File: src/verilog/bus_pkg.sv
// package bus_pkg with bus widths and the command, transfer and response structs

package bus_pkg;

	// word address inside one slave
	localparam int ADDR_W = 10;
	localparam int DATA_W = 8;
	localparam int NUM_SLAVES = 2;

	// one bit picks slave 0 or slave 1
	typedef logic [$clog2(NUM_SLAVES)-1:0] slave_sel_t;

	// command as it arrives on a master's outside port
	typedef struct packed {
		logic              write;
		slave_sel_t        slave;
		logic [ADDR_W-1:0] addr;
		logic [DATA_W-1:0] wdata;
	} cmd_t;

	// transfer from a master port through the arbiter to a slave
	// slave field is only looked at by the arbiter
	typedef struct packed {
		logic              write;
		slave_sel_t        slave;
		logic [ADDR_W-1:0] addr;
		logic [DATA_W-1:0] wdata;
	} xfer_t;

	// response back to the master
	// writes return the word as it was before the write
	typedef struct packed {
		logic [DATA_W-1:0] rdata;
	} rsp_t;

endpackage

File: src/verilog/bus_arbiter.sv
// module bus_arbiter with round-robin grant, slave routing and done return

`timescale 1ns/100ps

module bus_arbiter (
	input  logic                       clk,
	input  logic                       rst_n,
	input  logic                       m0_request,
	input  logic                       m1_request,
	input  bus_pkg::xfer_t             m0_xfer,
	input  bus_pkg::xfer_t             m1_xfer,
	output logic                       m0_done,
	output logic                       m1_done,
	output bus_pkg::rsp_t              m0_rsp,
	output bus_pkg::rsp_t              m1_rsp,
	output logic                       s0_strobe,
	output logic                       s1_strobe,
	output bus_pkg::xfer_t             s_xfer,
	input  logic                       s0_done,
	input  logic                       s1_done,
	input  logic [bus_pkg::DATA_W-1:0] s0_rdata,
	input  logic [bus_pkg::DATA_W-1:0] s1_rdata
);

	logic                       busy;
	logic                       owner;
	logic                       last_winner;
	logic                       pick;
	logic                       any_request;
	logic [1:0]                 grant;
	bus_pkg::xfer_t             pick_xfer;
	logic                       slave_done;
	logic [bus_pkg::DATA_W-1:0] slave_rdata;

	// round robin, the loser of the last round goes first on a tie
	always_comb begin
		any_request = m0_request | m1_request;
		if (m0_request && m1_request) begin
			pick = ~last_winner;
		end else begin
			pick = m1_request;
		end
	end

	assign pick_xfer = pick ? m1_xfer : m0_xfer;

	// owner holds its xfer steady until done
	assign s_xfer = owner ? m1_xfer : m0_xfer;
	assign grant = {busy & owner, busy & ~owner};

	// route the addressed slave's answer back
	always_comb begin
		if (s_xfer.slave == bus_pkg::slave_sel_t'(1)) begin
			slave_done  = s1_done;
			slave_rdata = s1_rdata;
		end else begin
			slave_done  = s0_done;
			slave_rdata = s0_rdata;
		end
	end

	assign m0_done = grant[0] & slave_done;
	assign m1_done = grant[1] & slave_done;
	assign m0_rsp.rdata = slave_rdata;
	assign m1_rsp.rdata = slave_rdata;

	always_ff @(posedge clk) begin
		if (!rst_n) begin
			busy        <= 1'b0;
			owner       <= 1'b0;
			// master 0 wins the first tie
			last_winner <= 1'b1;
			s0_strobe   <= 1'b0;
			s1_strobe   <= 1'b0;
		end else begin
			s0_strobe <= 1'b0;
			s1_strobe <= 1'b0;
			if (!busy) begin
				if (any_request) begin
					busy        <= 1'b1;
					owner       <= pick;
					last_winner <= pick;
					s0_strobe   <= (pick_xfer.slave == bus_pkg::slave_sel_t'(0));
					s1_strobe   <= (pick_xfer.slave == bus_pkg::slave_sel_t'(1));
				end
			end else if (slave_done) begin
				// free again from the next cycle
				busy <= 1'b0;
			end
		end
	end

endmodule

File: config.mk
export PLATFORM = sky130hd
export DESIGN_NAME = bus_arbiter
export DESIGN_NICKNAME = d
export VERILOG_FILES = /design/src/verilog/bus_pkg.sv /design/src/verilog/bus_arbiter.sv
export SDC_FILE = /design/constraint.sdc
export NUM_CORES = 1
export LEC_CHECK = 0
export BUFFER_PORTS_ARGS = -buffer_cell sky130_fd_sc_hd__buf_4
export CORE_MARGIN = 3
export CORE_UTILIZATION = 28
export CTS_CLUSTER_DIAMETER = 150
export DETAILED_ROUTE_END_ITERATION = 16
export PLACE_DENSITY = 0.79
export SLEW_MARGIN = 20
export SYNTH_ARGS = -nofsm -noshare
export SYNTH_HDL_FRONTEND = slang
export SYNTH_SLANG_ARGS = --single-unit
File: constraint.sdc
create_clock -name clk -period 2.2 [get_ports clk]
set_input_delay 0.44 -clock clk [delete_from_list [all_inputs] [get_ports clk]]
set_output_delay 0.44 -clock clk [all_outputs]
set_load 0.05 [all_outputs]
# ---- After elaboration in Yosys (flattened, before gate mapping)
# Index checks and enable logic that the tools add are counted.
dict set report totals {
  regBits 5
  inputBits 62
  out_inout_bits 40
  wordCells 27
}
dict set report classes {
  mux 8
  n_bitwise 11
  n_reduce_logical 3
}
# cell n
set ops {}
lappend ops {{$mux W20} 1}
lappend ops {{$mux W19} 1}
lappend ops {{$mux W8} 1}
lappend ops {{$not A1 Y1} 6}
lappend ops {{$mux W1} 5}
lappend ops {{$and A1 B1 Y1} 4}
lappend ops {{$reduce_or A3 Y1} 1}
lappend ops {{$reduce_and A2 Y1} 1}
lappend ops {{$logic_and A1 B1 Y1} 1}
lappend ops {{$or A1 B1 Y1} 1}

# ---- Longest topological paths before layout
dict set report logic_depth {
  depth_word 4
  ltp_mapped 4
  mapped_depth_nobuf 3
}

# ---- Worst setup path after synthesis
# Ideal clock, no wire load.
dict set report synth_path {
  kind {register to output}
  startpoint {register owner}
  endpoint {output m0_done}
  arrival_ps 1687
  t_required_ps 1760
  slack_ps 73
  stages_incl_launch_ff 4
  path_buffers 2
  cell_sequence {dfxtp_1 buf_6 buf_2 nor3_1}
}
dict set report synth_via {
  elab_chain_len 3
  word_cells_on_any_way 5
  classes_between {mux: 2; bitwise: 3}
}
# element line_no
set synth_lines {}
lappend synth_lines {{start, declared} bus_arbiter.sv:26} ;# logic owner;
lappend synth_lines {{start signal, assigned} bus_arbiter.sv:81} ;# owner <= pick;
lappend synth_lines {{$mux W20 / $not A1 Y1 (equally long branches)} {bus_arbiter.sv:48, bus_arbiter.sv:49}}
lappend synth_lines {{$mux W1 / $and A1 B1 Y1 (equally long branches)} {bus_arbiter.sv:53, bus_arbiter.sv:49}}
lappend synth_lines {{$and A1 B1 Y1 *} bus_arbiter.sv:62} ;# assign m0_done = grant[0] & slave_done;
lappend synth_lines {{end, declared} bus_arbiter.sv:12} ;# output logic m0_done,
# Mark *: on every way between the ends. The rest lies on a longest branch, timed or not.

==> results.py <==
metrics = {
    "status": {
        "status": "completed",
    },
    "yosys": {
        "synth_cells": 65,
        "ys_seq_area_share_pct": 15.5,
        "synth_seq_cells": 5,
        "ys.flop_type": "dfxtp_1",
        "async_flop_share_pct": 0,
        "synth_area_leaders": "mux2_2, dfxtp_1, buf_4",
        "synth_nets": 127,
        "yosysMostFrequentCell": "mux2_2",
        "yosysWarnings": 0,
        "synth_cell_type_count": 20,
        "avgSynthCellArea_um2": 9.91,
        "synthTopCellsByCount": "mux2_2, buf_4, dfxtp_1",
        "yosys.area.top_type": "mux2_2",
        "synth.top_cell.area_share_pct": 45.4,
        "syn_area_um2": 644,
        "synth_edf_count": 0,
    },
    "final_layout": {
        "antenna_cells": 0,
        "fin_util_pct": 67.4,
        "num-nets-final": 223,
        "drive_above_1_share_pct": 83.8,
        "stdcell_area_um2": 1390,
        "seqCellArea_um2": 100,
        "area_growth_pct": 116,
        "finalNonFillerCells": 187,
        "multi_input_area_um2": 455,
        "fillers": 161,
    },
    "critical_path": {
        "worstPathCellList": "mux2i_4 -> mux2_2 -> buf_4",
        "cpMaxStageDelayCell": "mux2i_4",
        "worstSetupEndpointType": "primary output",
        "path_max_fanout": 10,
        "r2r_cells": 3,
        "crit_path_max_incr_delay_ps": 420,
        "rrSetupSlack_ps": 970,
        "worstPathArrival_ps": 1640,
        "path_class": "reg2out",
        "cp.required_ps": 1760,
        "cp-start-kind": "register",
    },
    "clocking": {
        "cts_buffers": 3,
        "clk_path_buf_depth": 2,
        "cts_tree": "yes",
        "clock_latency_ps": 240,
        "hold_buffers": 0,
        "clkTransAtPathRegs_ps": 50,
        "clock-sinks": 5,
        "root_buffer": "clkbuf_4",
        "cts_setup_buffers": 0,
        "cts.htree.levels": 1,
        "cts_resized": 0,
    },
    "floorplanning": {
        "core_um2": 2060,
        "rows": 16,
        "die_w_um": 54.0,
        "start_util_pct": 31.2,
        "die_h_um": 54.0,
        "fp.dieArea_um2": 2910,
        "ioPinCount": 102,
    },
    "place": {
        "port_buffers": 101,
        "place_area_um2": 1360,
        "gp_congestion": 0.721,
        "place_inst": 183,
        "place_ws_ps": 267,
    },
    "routing": {
        "drc": 0,
        "num_vias": 879,
        "drt_iter0_markers": 6,
        "drt_pass1_iterations": 2,
        "drt-total-wl_mm": 2.62,
        "wl_per_cell_um": 14.0,
        "final_antenna_net_count": 0,
        "vias_per_cell": 4.70,
    },
    "run": {
        "maxCapViolations": 0,
    },
    "pwr": {
        "p_leak_nw": 0.707,
        "power_density_nw_per_um2": 552,
        "total_power_uw": 766,
        "peakVddDrop_uv": 397,
    },
    "sta": {
        "slew_viol_final": 0,
        "max_freq_ghz": 0.480,
        "finalSetupTns_ps": 0,
        "fin_crit_sh_pct": 94.8,
        "hold_slack_ps": 380,
        "finalSetupViolCount": 0,
        "tightest_slew_ps": 363,
        "slew_headroom_pct": 75.3,
        "rsz0062_at_grt": "no",
        "fin_skew_ps": 6.09,
        "hold_viol": 0,
        "worst_slack_ps": 115,
        "fin_crit_ps": 2080,
    },
    "grt": {
        "grt_pass1_wl_mm": 3.53,
        "antenna_found_initial": 0,
        "grtUsageTotal_pct": 16.6,
        "grt_max_degree": 23,
        "grt_pass1_vias": 841,
        "grt-ovfl-total": 0,
    },
    "hold_path": {
        "hold_depth": 2,
        "hold_path.class": "in2reg",
    },
}
worst paths after layout:
| kind | from | endpoint |
|---|---|---|
| worst min register to register | last_winner$_SDFFE_PN1P_ | last_winner$_SDFFE_PN1P_ |
| worst min-delay path | rst_n | last_winner$_SDFFE_PN1P_ |
| worst max register to register | owner$_SDFFE_PN0P_ | busy$_SDFF_PN0_ |
| worst max-delay path | owner$_SDFFE_PN0P_ | m0_rsp[3] |
flip-flops by register name, summed over array words and instances (netlist names):
name,cells
busy,1
last_winner,1
owner,1
s0_strobe,1
s1_strobe,1
critical path, delay by kind of cell, from the launching register on:
family | cells | cell delay, ps
buffers and inverters | 1 | 190
flip-flops | 1 | 390
multiplexers | 2 | 820
area by class of cell:
class                      count  area share (%)
clock buffer                   4            1.89
tap                           27            2.43
timing repair buffer         102            55.1
inverter                       2           0.541
multi-input combinational     47            32.8
sequential                     5            7.21
where the power goes:
part	leakage, nW	internal [mW]	switching (mW)	total (mW)
registers	0.0414	0.0998	0.00653	0.106
logic	0.650	0.218	0.336	0.554
clock network	0.0150	0.0685	0.0374	0.106
total	0.707	0.386	0.380	0.766
metal layers:
| layer | routed length [µm] | share of wire [%] | up-vias | global-route usage [%] |
|---|---|---|---|---|
| met4 | 0 | 0 | 0 | 2.49 |
| met1 | 789 | 30 | 385 | 14.6 |
| li1 | - | - | 416 | - |
| met2 | 1360 | 52 | 78 | 35.1 |
| met3 | 467 | 18 | 0 | 6.37 |
| met5 | 0 | 0 | - | 0 |
cells by family after synthesis:
group / share of synthesized area [%]
compound gates: 7.19
buf+inv: 13.8
flops: 15.5
mux: 55.3
simple gates: 8.16
cells in the final DEF (no fill, tap or decap):
cell	instances
mux2_1	1
a22oi_1	2
mux2i_1	3
nand2b_1	1
clkbuf_1	1
clkbuf_4	3
or3_1	1
dfxtp_1	5
inv_2	1
inv_1	1
nor2_1	3
nand2_1	3
nor2b_1	2
buf_4	102
mux2_2	26
nor3_1	1
o211ai_1	1
a21boi_0	1
mux2i_4	1
o311ai_2	1
Power figures use the tool's default switching activity.
