$ cat src/verilog/bus_pkg.sv
// package bus_pkg with bus widths and the command, transfer and response structs

package bus_pkg;

	// word address inside one slave
	localparam int ADDR_W = 10;
	localparam int DATA_W = 8;
	localparam int NUM_SLAVES = 2;

	// one bit picks slave 0 or slave 1
	typedef logic [$clog2(NUM_SLAVES)-1:0] slave_sel_t;

	// command as it arrives on a master's outside port
	typedef struct packed {
		logic              write;
		slave_sel_t        slave;
		logic [ADDR_W-1:0] addr;
		logic [DATA_W-1:0] wdata;
	} cmd_t;

	// transfer from a master port through the arbiter to a slave
	// slave field is only looked at by the arbiter
	typedef struct packed {
		logic              write;
		slave_sel_t        slave;
		logic [ADDR_W-1:0] addr;
		logic [DATA_W-1:0] wdata;
	} xfer_t;

	// response back to the master
	// writes return the word as it was before the write
	typedef struct packed {
		logic [DATA_W-1:0] rdata;
	} rsp_t;

endpackage

$ cat src/verilog/bus_master_port.sv
// module bus_master_port that turns one four-phase command into one bus transfer

`timescale 1ns/100ps

module bus_master_port (
	input  logic           clk,
	input  logic           rst_n,
	input  logic           req,
	input  bus_pkg::cmd_t  cmd,
	output logic           ack,
	output bus_pkg::rsp_t  rsp,
	output logic           bus_request,
	output bus_pkg::xfer_t xfer,
	input  logic           bus_done,
	input  bus_pkg::rsp_t  bus_rsp
);

	typedef enum logic [2:0] {
		ST_IDLE,
		ST_REQUEST,
		ST_WAIT_DONE,
		ST_ACK_HIGH,
		ST_WAIT_RELEASE
	} state_t;

	state_t state;
	logic   on_bus;

	// request stays up from the first bus cycle until done
	assign on_bus = (state == ST_REQUEST) || (state == ST_WAIT_DONE);
	assign bus_request = on_bus;

	// ack covers the first cycle and the wait for req to fall
	assign ack = (state == ST_ACK_HIGH) || (state == ST_WAIT_RELEASE);

	always_ff @(posedge clk) begin
		if (!rst_n) begin
			state <= ST_IDLE;
		end else begin
			case (state)
				ST_IDLE: begin
					if (req) begin
						state <= ST_REQUEST;
					end
				end
				// arbiter samples the new request in this cycle
				ST_REQUEST: begin
					state <= ST_WAIT_DONE;
				end
				ST_WAIT_DONE: begin
					if (bus_done) begin
						state <= ST_ACK_HIGH;
					end
				end
				ST_ACK_HIGH: begin
					state <= req ? ST_WAIT_RELEASE : ST_IDLE;
				end
				// outside still holds req, bus already released
				ST_WAIT_RELEASE: begin
					if (!req) begin
						state <= ST_IDLE;
					end
				end
				default: begin
					state <= ST_IDLE;
				end
			endcase
		end
	end

	// command copy, so cmd may change once ack is seen
	always_ff @(posedge clk) begin
		if (state == ST_IDLE && req) begin
			xfer.write <= cmd.write;
			xfer.slave <= cmd.slave;
			xfer.addr  <= cmd.addr;
			xfer.wdata <= cmd.wdata;
		end
	end

	// response held for the whole ack phase
	always_ff @(posedge clk) begin
		if (on_bus && bus_done) begin
			rsp <= bus_rsp;
		end
	end

endmodule

$ cat config.mk
export PLATFORM = sky130hd
export DESIGN_NAME = bus_master_port
export DESIGN_NICKNAME = d
export VERILOG_FILES = /design/src/verilog/bus_pkg.sv /design/src/verilog/bus_master_port.sv
export SDC_FILE = /design/constraint.sdc
export NUM_CORES = 1
export LEC_CHECK = 0
export ABC_CLOCK_PERIOD_IN_PS = 3800
export BUFFER_PORTS_ARGS = -buffer_cell sky130_fd_sc_hd__buf_2
export CORE_ASPECT_RATIO = 0.7
export CORE_MARGIN = 3
export CORE_UTILIZATION = 39
export CTS_CLUSTER_DIAMETER = 80
export DETAILED_ROUTE_END_ITERATION = 6
export GPL_ROUTABILITY_DRIVEN = 0
export PLACE_DENSITY = 0.86
export RECOVER_POWER = 100
export REMOVE_ABC_BUFFERS = 1
export SETUP_SLACK_MARGIN = 0.4
export SLEW_MARGIN = 20
export SYNTH_ARGS = -nofsm -noshare
export SYNTH_HDL_FRONTEND = slang
export SYNTH_SLANG_ARGS = --single-unit
$ cat constraint.sdc
create_clock -name clk -period 3.8 [get_ports clk]
set_input_delay 0.38 -clock clk [delete_from_list [all_inputs] [get_ports clk]]
set_output_delay 0.38 -clock clk [all_outputs]
set_load 0.01 [all_outputs]
* Yosys cells after proc, flatten, opt, wreduce, memory -nomap -nowiden
Index checks and enable logic that the tools add are counted.
Storage, ports and cells: register bits 31, input bits 32, output and inout port bits 30, word-level logic and storage cells 24
Operators by class: equal/unequal tests 7, mux-type cells 5, reductions and logical operators 6
Operators with widths (number):
- one-hot mux 3 bit (5 select lines) | 1
- two-way mux 3 bit | 4
- == test 3 x 2 -> 1 bit, second input constant | 2
- != test 2 bit, second input constant | 3
- == test 3 x 1 -> 1 bit, second input constant | 1
- == test 3 bit, second input constant | 1
- logical NOT 3 bit | 1
- AND reduction 3 bit | 1
- logical AND 1 bit | 2
- logical OR 1 bit | 2

* Depth between registers and ports, before layout
Gate-level depths: netlist (run 1).
word-level depth 3, gate-level depth with buffers 2

* Worst setup path after synthesis (run 1)
Ideal clock, no wire load.
kind reg-to-reg, from register state[1], to register xfer[0] (netlist bit) (enable), library setup time 455 ps, data arrival time 2559 ps, required time 3345 ps, setup slack 786 ps, stages on the path, launching flop included 2, clock period less this slack 3014 ps, path through dfxtp_1 -> nor4b_1
On the way: longest elaborated chain between the ends 2
Ends and longest elaborated chain:
- from (decl) | line bus_master_port.sv:26 | state_t state;
- from (signal assigned) | line bus_master_port.sv:56 | state <= req ? ST_WAIT_RELEASE : ST_IDLE;
- logical NOT 3 bit | line bus_master_port.sv:73 | if (state == ST_IDLE && req) begin
- logical AND 1 bit | line bus_master_port.sv:73
- to (decl) | line bus_master_port.sv:13 | output bus_pkg::xfer_t xfer,
Every way passes these cells. A chain may end at the register's enable or synchronous reset.

* Worst setup path after layout (run 1)
from register state[1], to register xfer[6] (netlist bit) (enable)
Same word-level chain as after synthesis.

==> results of run 1 <==
kinds of logic (layout without fill, tap and decap cells):
group | Yosys count | after routing
AND/OR/NAND/NOR | 9 | 9
AO/OA/AOI/OAI | 1 | 1
XOR/XNOR | 1 | 1
buffers and inverters | 0 | 70
multiplexers | 1 | 1
flip-flops | 31 | 31
cells in the mapped netlist, drive strengths merged:
| cell | count |
|---|---|
| nand2 | 2 |
| dfxtp | 3 |
| xnor2 | 1 |
| nand3b | 1 |
| edfxtp | 28 |
| nor4b | 2 |
| nor2 | 1 |
| a21oi | 1 |
| mux2i | 1 |
| or3b | 1 |
| nor3b | 2 |
registers in the layout, indices dropped and copies added, names as in the netlist:
signal  flops
state       3
xfer       20
rsp         8
per-layer routing:
| metal | vias to the layer above | part of all wire [%] | track usage [%] |
|---|---|---|---|
| met5 | - | 0 | 0 |
| met4 | 0 | 0 | 6.07 |
| met3 | 0 | 8.0 | 3.69 |
| met2 | 32 | 53 | 17.4 |
| met1 | 288 | 39 | 13.3 |
| li1 | 307 | - | - |
power by group through the flow:
stage	logic, W	registers (W)	clock network [W]
floorplan	0.0000192	0.000436	0
global placement	0.0000776	0.000420	0
detailed placement	0.0000793	0.000422	0
CTS	0.0000799	0.000415	0.000245
global route	0.0000782	0.000418	0.000259
finish	0.0000700	0.000415	0.000237
stage by stage:
step,worst slack (ns),hold slack (ns)
floorplan,0.786,0.479
global placement,2.01,0.507
detailed placement,1.94,0.544
CTS,1.91,0.228
global route,1.75,0.213
finish,1.89,0.245
cell type report:
type	count	area (um2)
clock buffers	5	37.5
repair buffers	62	272
fillers	199	901
multi-input cells	12	87.6
flip-flops and latches	31	901
well taps	32	40.0
clock inverters	3	38.8
final timing paths:
check                        startpoint                     to  slack, ns  cells past startpoint
setup / recovery  state[1]$_SDFFE_PN0P_      xfer[6]$_DFFE_PP_       1.89                      2
hold / removal                  cmd[12]     xfer[12]$_DFFE_PP_       0.24                      1
setup reg to reg  state[1]$_SDFFE_PN0P_      xfer[6]$_DFFE_PP_       1.89                      2
hold reg to reg   state[2]$_SDFFE_PN0P_  state[1]$_SDFFE_PN0P_       0.54                      1
==> impl_metrics.ini, run 1 <==
[status]
status = completed

[clock_network]
cts_tree = done
clk_latency_ns = 0.31
htree_levels = 2
cts.path.max_buffers = 2
path_clk_slew_ns = 0.10
cts_resized = 0
hold_buffers = 0
numCtsBuffers = 5
cts_root_buf = clkbuf_4
cts.sinks = 31
postCtsSetupBuffers = 0

[die]
die_area_mm2 = 0.00318
coreArea_mm2 = 0.00228
die_h_um = 48.1
initial_core_util_pct = 43.4
num_rows = 14
io_pins = 62
die_x_um = 66.2

[yosys]
synth_top_family_by_area = simple AND/OR/NAND/NOR gates
synth-adder-area-share_pct = 0
muxShareOfSynthArea_pct = 1.01
synthXorXnorAreaFrac_pct = 0.886
synth_area_leaders = edfxtp_1 (85%), dfxtp_1 (6.1%), nor4b_1 (1.8%), nor3b_1 (1.5%), mux2i_1 (1.0%)
syn_avg_cell_area_um2 = 23.0
synth_compound_area_share_pct = 0.886
yosys_warnings = 0
synth-simple-area-share_pct = 6.08
syn_inst = 43
netlist_area_um2 = 988
yosysTopAreaCell = edfxtp_1
yosys.area.top_type_share_pct = 85.1
ys_seq_area_share_pct = 91.1
ys_types = 11
synth-seq-cells = 31

[global_route]
grt_pass1_vias = 565
grt_pass1_wl_um = 2440
overflow = 0
grtUsageTotal_pct = 10.8
antenna_found_initial = 0
grt_max_degree = 21

[sta]
drv_slew = 0
max_slew_margin_pct = 26.0
max_freq_mhz = 523
worst_pin_slew_ns = 1.11
fin_crit_sh_pct = 50.3
timing.setup.tns_ns = 0
fin_skew_ns = 0.00732
fin_crit_ns = 1.91
hold_viol_final = 0
grt_setup_unrepaired = false
setup_violations = 0

[final_layout]
design_area_mm2 = 0.00138
final-instance-count-excl-fill = 145
nNetsFinal = 144
most-common-layout-cells = buf_2 (31), clkbuf_1 (31), edfxtp_1 (28)
area_growth_pct = 39.2
final_core_util_pct = 60.4
num_antenna_cells = 0
drive_gt1_share_pct = 34.5

[pwr]
finalPower_w = 0.000722
power_switching_w = 0.000155
peakVddDrop_v = 0.000362
cellPowerDensity_mw_per_mm2 = 525
p_leak_nw = 0.515
netSwitchingFraction_pct = 21.5
combPwrFrac_pct = 9.7
internal_power_w = 0.000567
clockPowerShare_pct = 32.8
p_seq_share_pct = 57.5

[flow_run]
cap_violations = 0

[route]
drt_iter0_drc = 16
via_per_inst = 4.32
ant_nets = 0
routed_wl_um = 1910
drc = 0
dr.pass1.iters = 4
num_vias = 627
wl_per_cell_um = 13.2

[placed_design]
dpl.hpwl_um = 1480
numPortBuffers = 61
dp.cells = 137
dpl-instance-area_mm2 = 0.00135

[setup_path]
setup.worst_path.end_class = register
crit_path_max_fanout = 20
worstPathBufferInverterCount = 1
crit_chain = nor4b_1 > clkbuf_1
crit_type = register to register
max_stage_delay_ns = 0.79
cp_top_family = buffers and inverters
crit_path_top_delay_cell = clkbuf_1
critPathLaunchType = register
cp.arrival_ns = 1.84
required_ns = 3.73

[min_path]
min_path_type = input pin to register
No activity file was read; power rests on OpenSTA's default activity.
==> inputs of run 2 (changes only) <==
ABC_CLOCK_PERIOD_IN_PS = 1600   (was 3800)
CORE_UTILIZATION = 37   (was 39)
clock period = 1.6 ns   (was 3.8 ns; I/O delays follow)
==> run 2 against run 1 <==
Sequential share of layout area down 4.5 points. First-iteration DRC count up 75%. Final area up 7.8%.
==> impl_metrics.ini, run 2 (synthesis results as in run 1) <==
[sta]
setup_violations = 0
fin_crit_ns = 1.39
worst_pin_slew_ns = 0.306
grt_setup_unrepaired = true
fin_skew_ns = 0.00273
max_freq_mhz = 717
hold_slack_ns = 0.0636
max_slew_margin_pct = 79.4
drv_slew = 0
fin_crit_sh_pct = 87.2
timing.setup.tns_ns = 0
hold_viol_final = 0

[pwr]
peakVddDrop_v = 0.000503
cellPowerDensity_mw_per_mm2 = 1170
p_leak_nw = 0.571

[final_layout]
num_antenna_cells = 0
reg_top3 = xfer (20), rsp (8), state (3)
largest-register = xfer
area_growth_pct = 50.1
final_core_util_pct = 59.4
nNetsFinal = 153
final-instance-count-excl-fill = 156
drive_gt1_share_pct = 40.2
final_common_cell = clkbuf_1
most-common-layout-cells = clkbuf_1 (32), buf_2 (31), edfxtp_1 (28)
design_area_mm2 = 0.00148
largest_reg_flops = 20

[route]
drc = 0
num_vias = 687
drt_iter0_drc = 28
routed_wl_um = 2080
ant_nets = 0
wl_per_cell_um = 13.4
via_per_inst = 4.40
dr.pass1.iters = 3

[global_route]
grt_max_degree = 11
grtUsageTotal_pct = 12.1
grt_pass1_wl_um = 2750
grt_pass1_vias = 648
antenna_found_initial = 0
overflow = 0

[die]
coreArea_mm2 = 0.00250
die_x_um = 67.8
num_rows = 15
die_h_um = 49.2
io_pins = 62
die_area_mm2 = 0.00334
initial_core_util_pct = 39.6

[placed_design]
numPortBuffers = 61
dp.cells = 140
dpl-instance-area_mm2 = 0.00136

[setup_path]
ff2ff_path_depth = 4
required_ns = 1.56
timing.rr.end = rsp[0]$_DFFE_PP_
r2r_slack_ns = 0.21
cp.arrival_ns = 1.36
critPathLaunchType = register
rr_startpoint = state[0]$_SDFFE_PN0P_
crit_path_max_fanout = 8
crit_type = register to register
setup.worst_path.end_class = register

[clock_network]
clk_latency_ns = 0.27
hold_buffers = 0
path_clk_slew_ns = 0.06
cts.path.max_buffers = 2
numCtsBuffers = 5
cts_root_buf = clkbuf_8
htree_levels = 2
cts.sinks = 31
cts_tree = done

[min_path]
hold_path_startpoint = cmd[2]
hold_end = xfer[2]$_DFFE_PP_
min_path_cells = 1
min_path_type = input pin to register

[status]
status = completed

[flow_run]
cap_violations = 0
-- run 2: critical path, cell delays in order (launching register included) --
cell,delay [ns]
dfxtp_1,0.36
clkbuf_1,0.15
xnor2_1,0.13
nor3b_1,0.21
clkbuf_2,0.24
-- run 2: area by class of cell --
type                       instances  area, um2
fill                             208       1010
sequential                        31        905
timing repair buffer              71        352
multi-input combinational         12        105
clock buffer                       6       72.6
tap                               34       42.5
clock inverter                     2       7.51
-- run 2: power by group --
group,internal (W),switching [W],total [W]
sequential,0.000962,0.0000214,0.000984
clock,0.000295,0.000243,0.000538
combinational,0.0000934,0.000116,0.000210
total,0.00135,0.000380,0.00173
-- run 2: layer usage --
metal | vias to the layer above | GRT usage [%] | part of all wire, %
met4 | 0 | 7.92 | 2.9
li1 | 323 | - | -
met3 | 7 | 6.91 | 14
met1 | 316 | 10.4 | 36
met5 | - | 0 | 0
met2 | 41 | 20.5 | 47
-- run 2: worst max path at each step --
stage	start	to	slack [ns]	depth (start not counted)
floorplan	state[1]$_SDFFE_PN0P_	xfer[0]$_DFFE_PP_	-1.41	1
global placement	state[1]$_SDFFE_PN0P_	xfer[12]$_DFFE_PP_	0.37	2
detailed placement	state[1]$_SDFFE_PN0P_	rsp[2]$_DFFE_PP_	0.32	3
CTS	state[0]$_SDFFE_PN0P_	ack	0.24	3
global route	state[0]$_SDFFE_PN0P_	rsp[6]$_DFFE_PP_	0.13	4
finish	state[0]$_SDFFE_PN0P_	rsp[0]$_DFFE_PP_	0.21	4
-- run 2: per-stage QoR --
stage / setup WS (ns) / total power (W)
2_1_floorplan: -1.41 / 0.00108
3_3_place_gp: 0.370 / 0.00118
3_5_place_dp: 0.323 / 0.00119
4_1_cts: 0.238 / 0.00175
5_1_grt: 0.134 / 0.00182
6_report: 0.206 / 0.00173
-- run 2: timing repair --
action	in CTS	in global routing
setup endpoints to repair	30	30
setup buffers	5	1
gates resized for setup	13	5
gates cloned	2	0
pin swaps	2	1
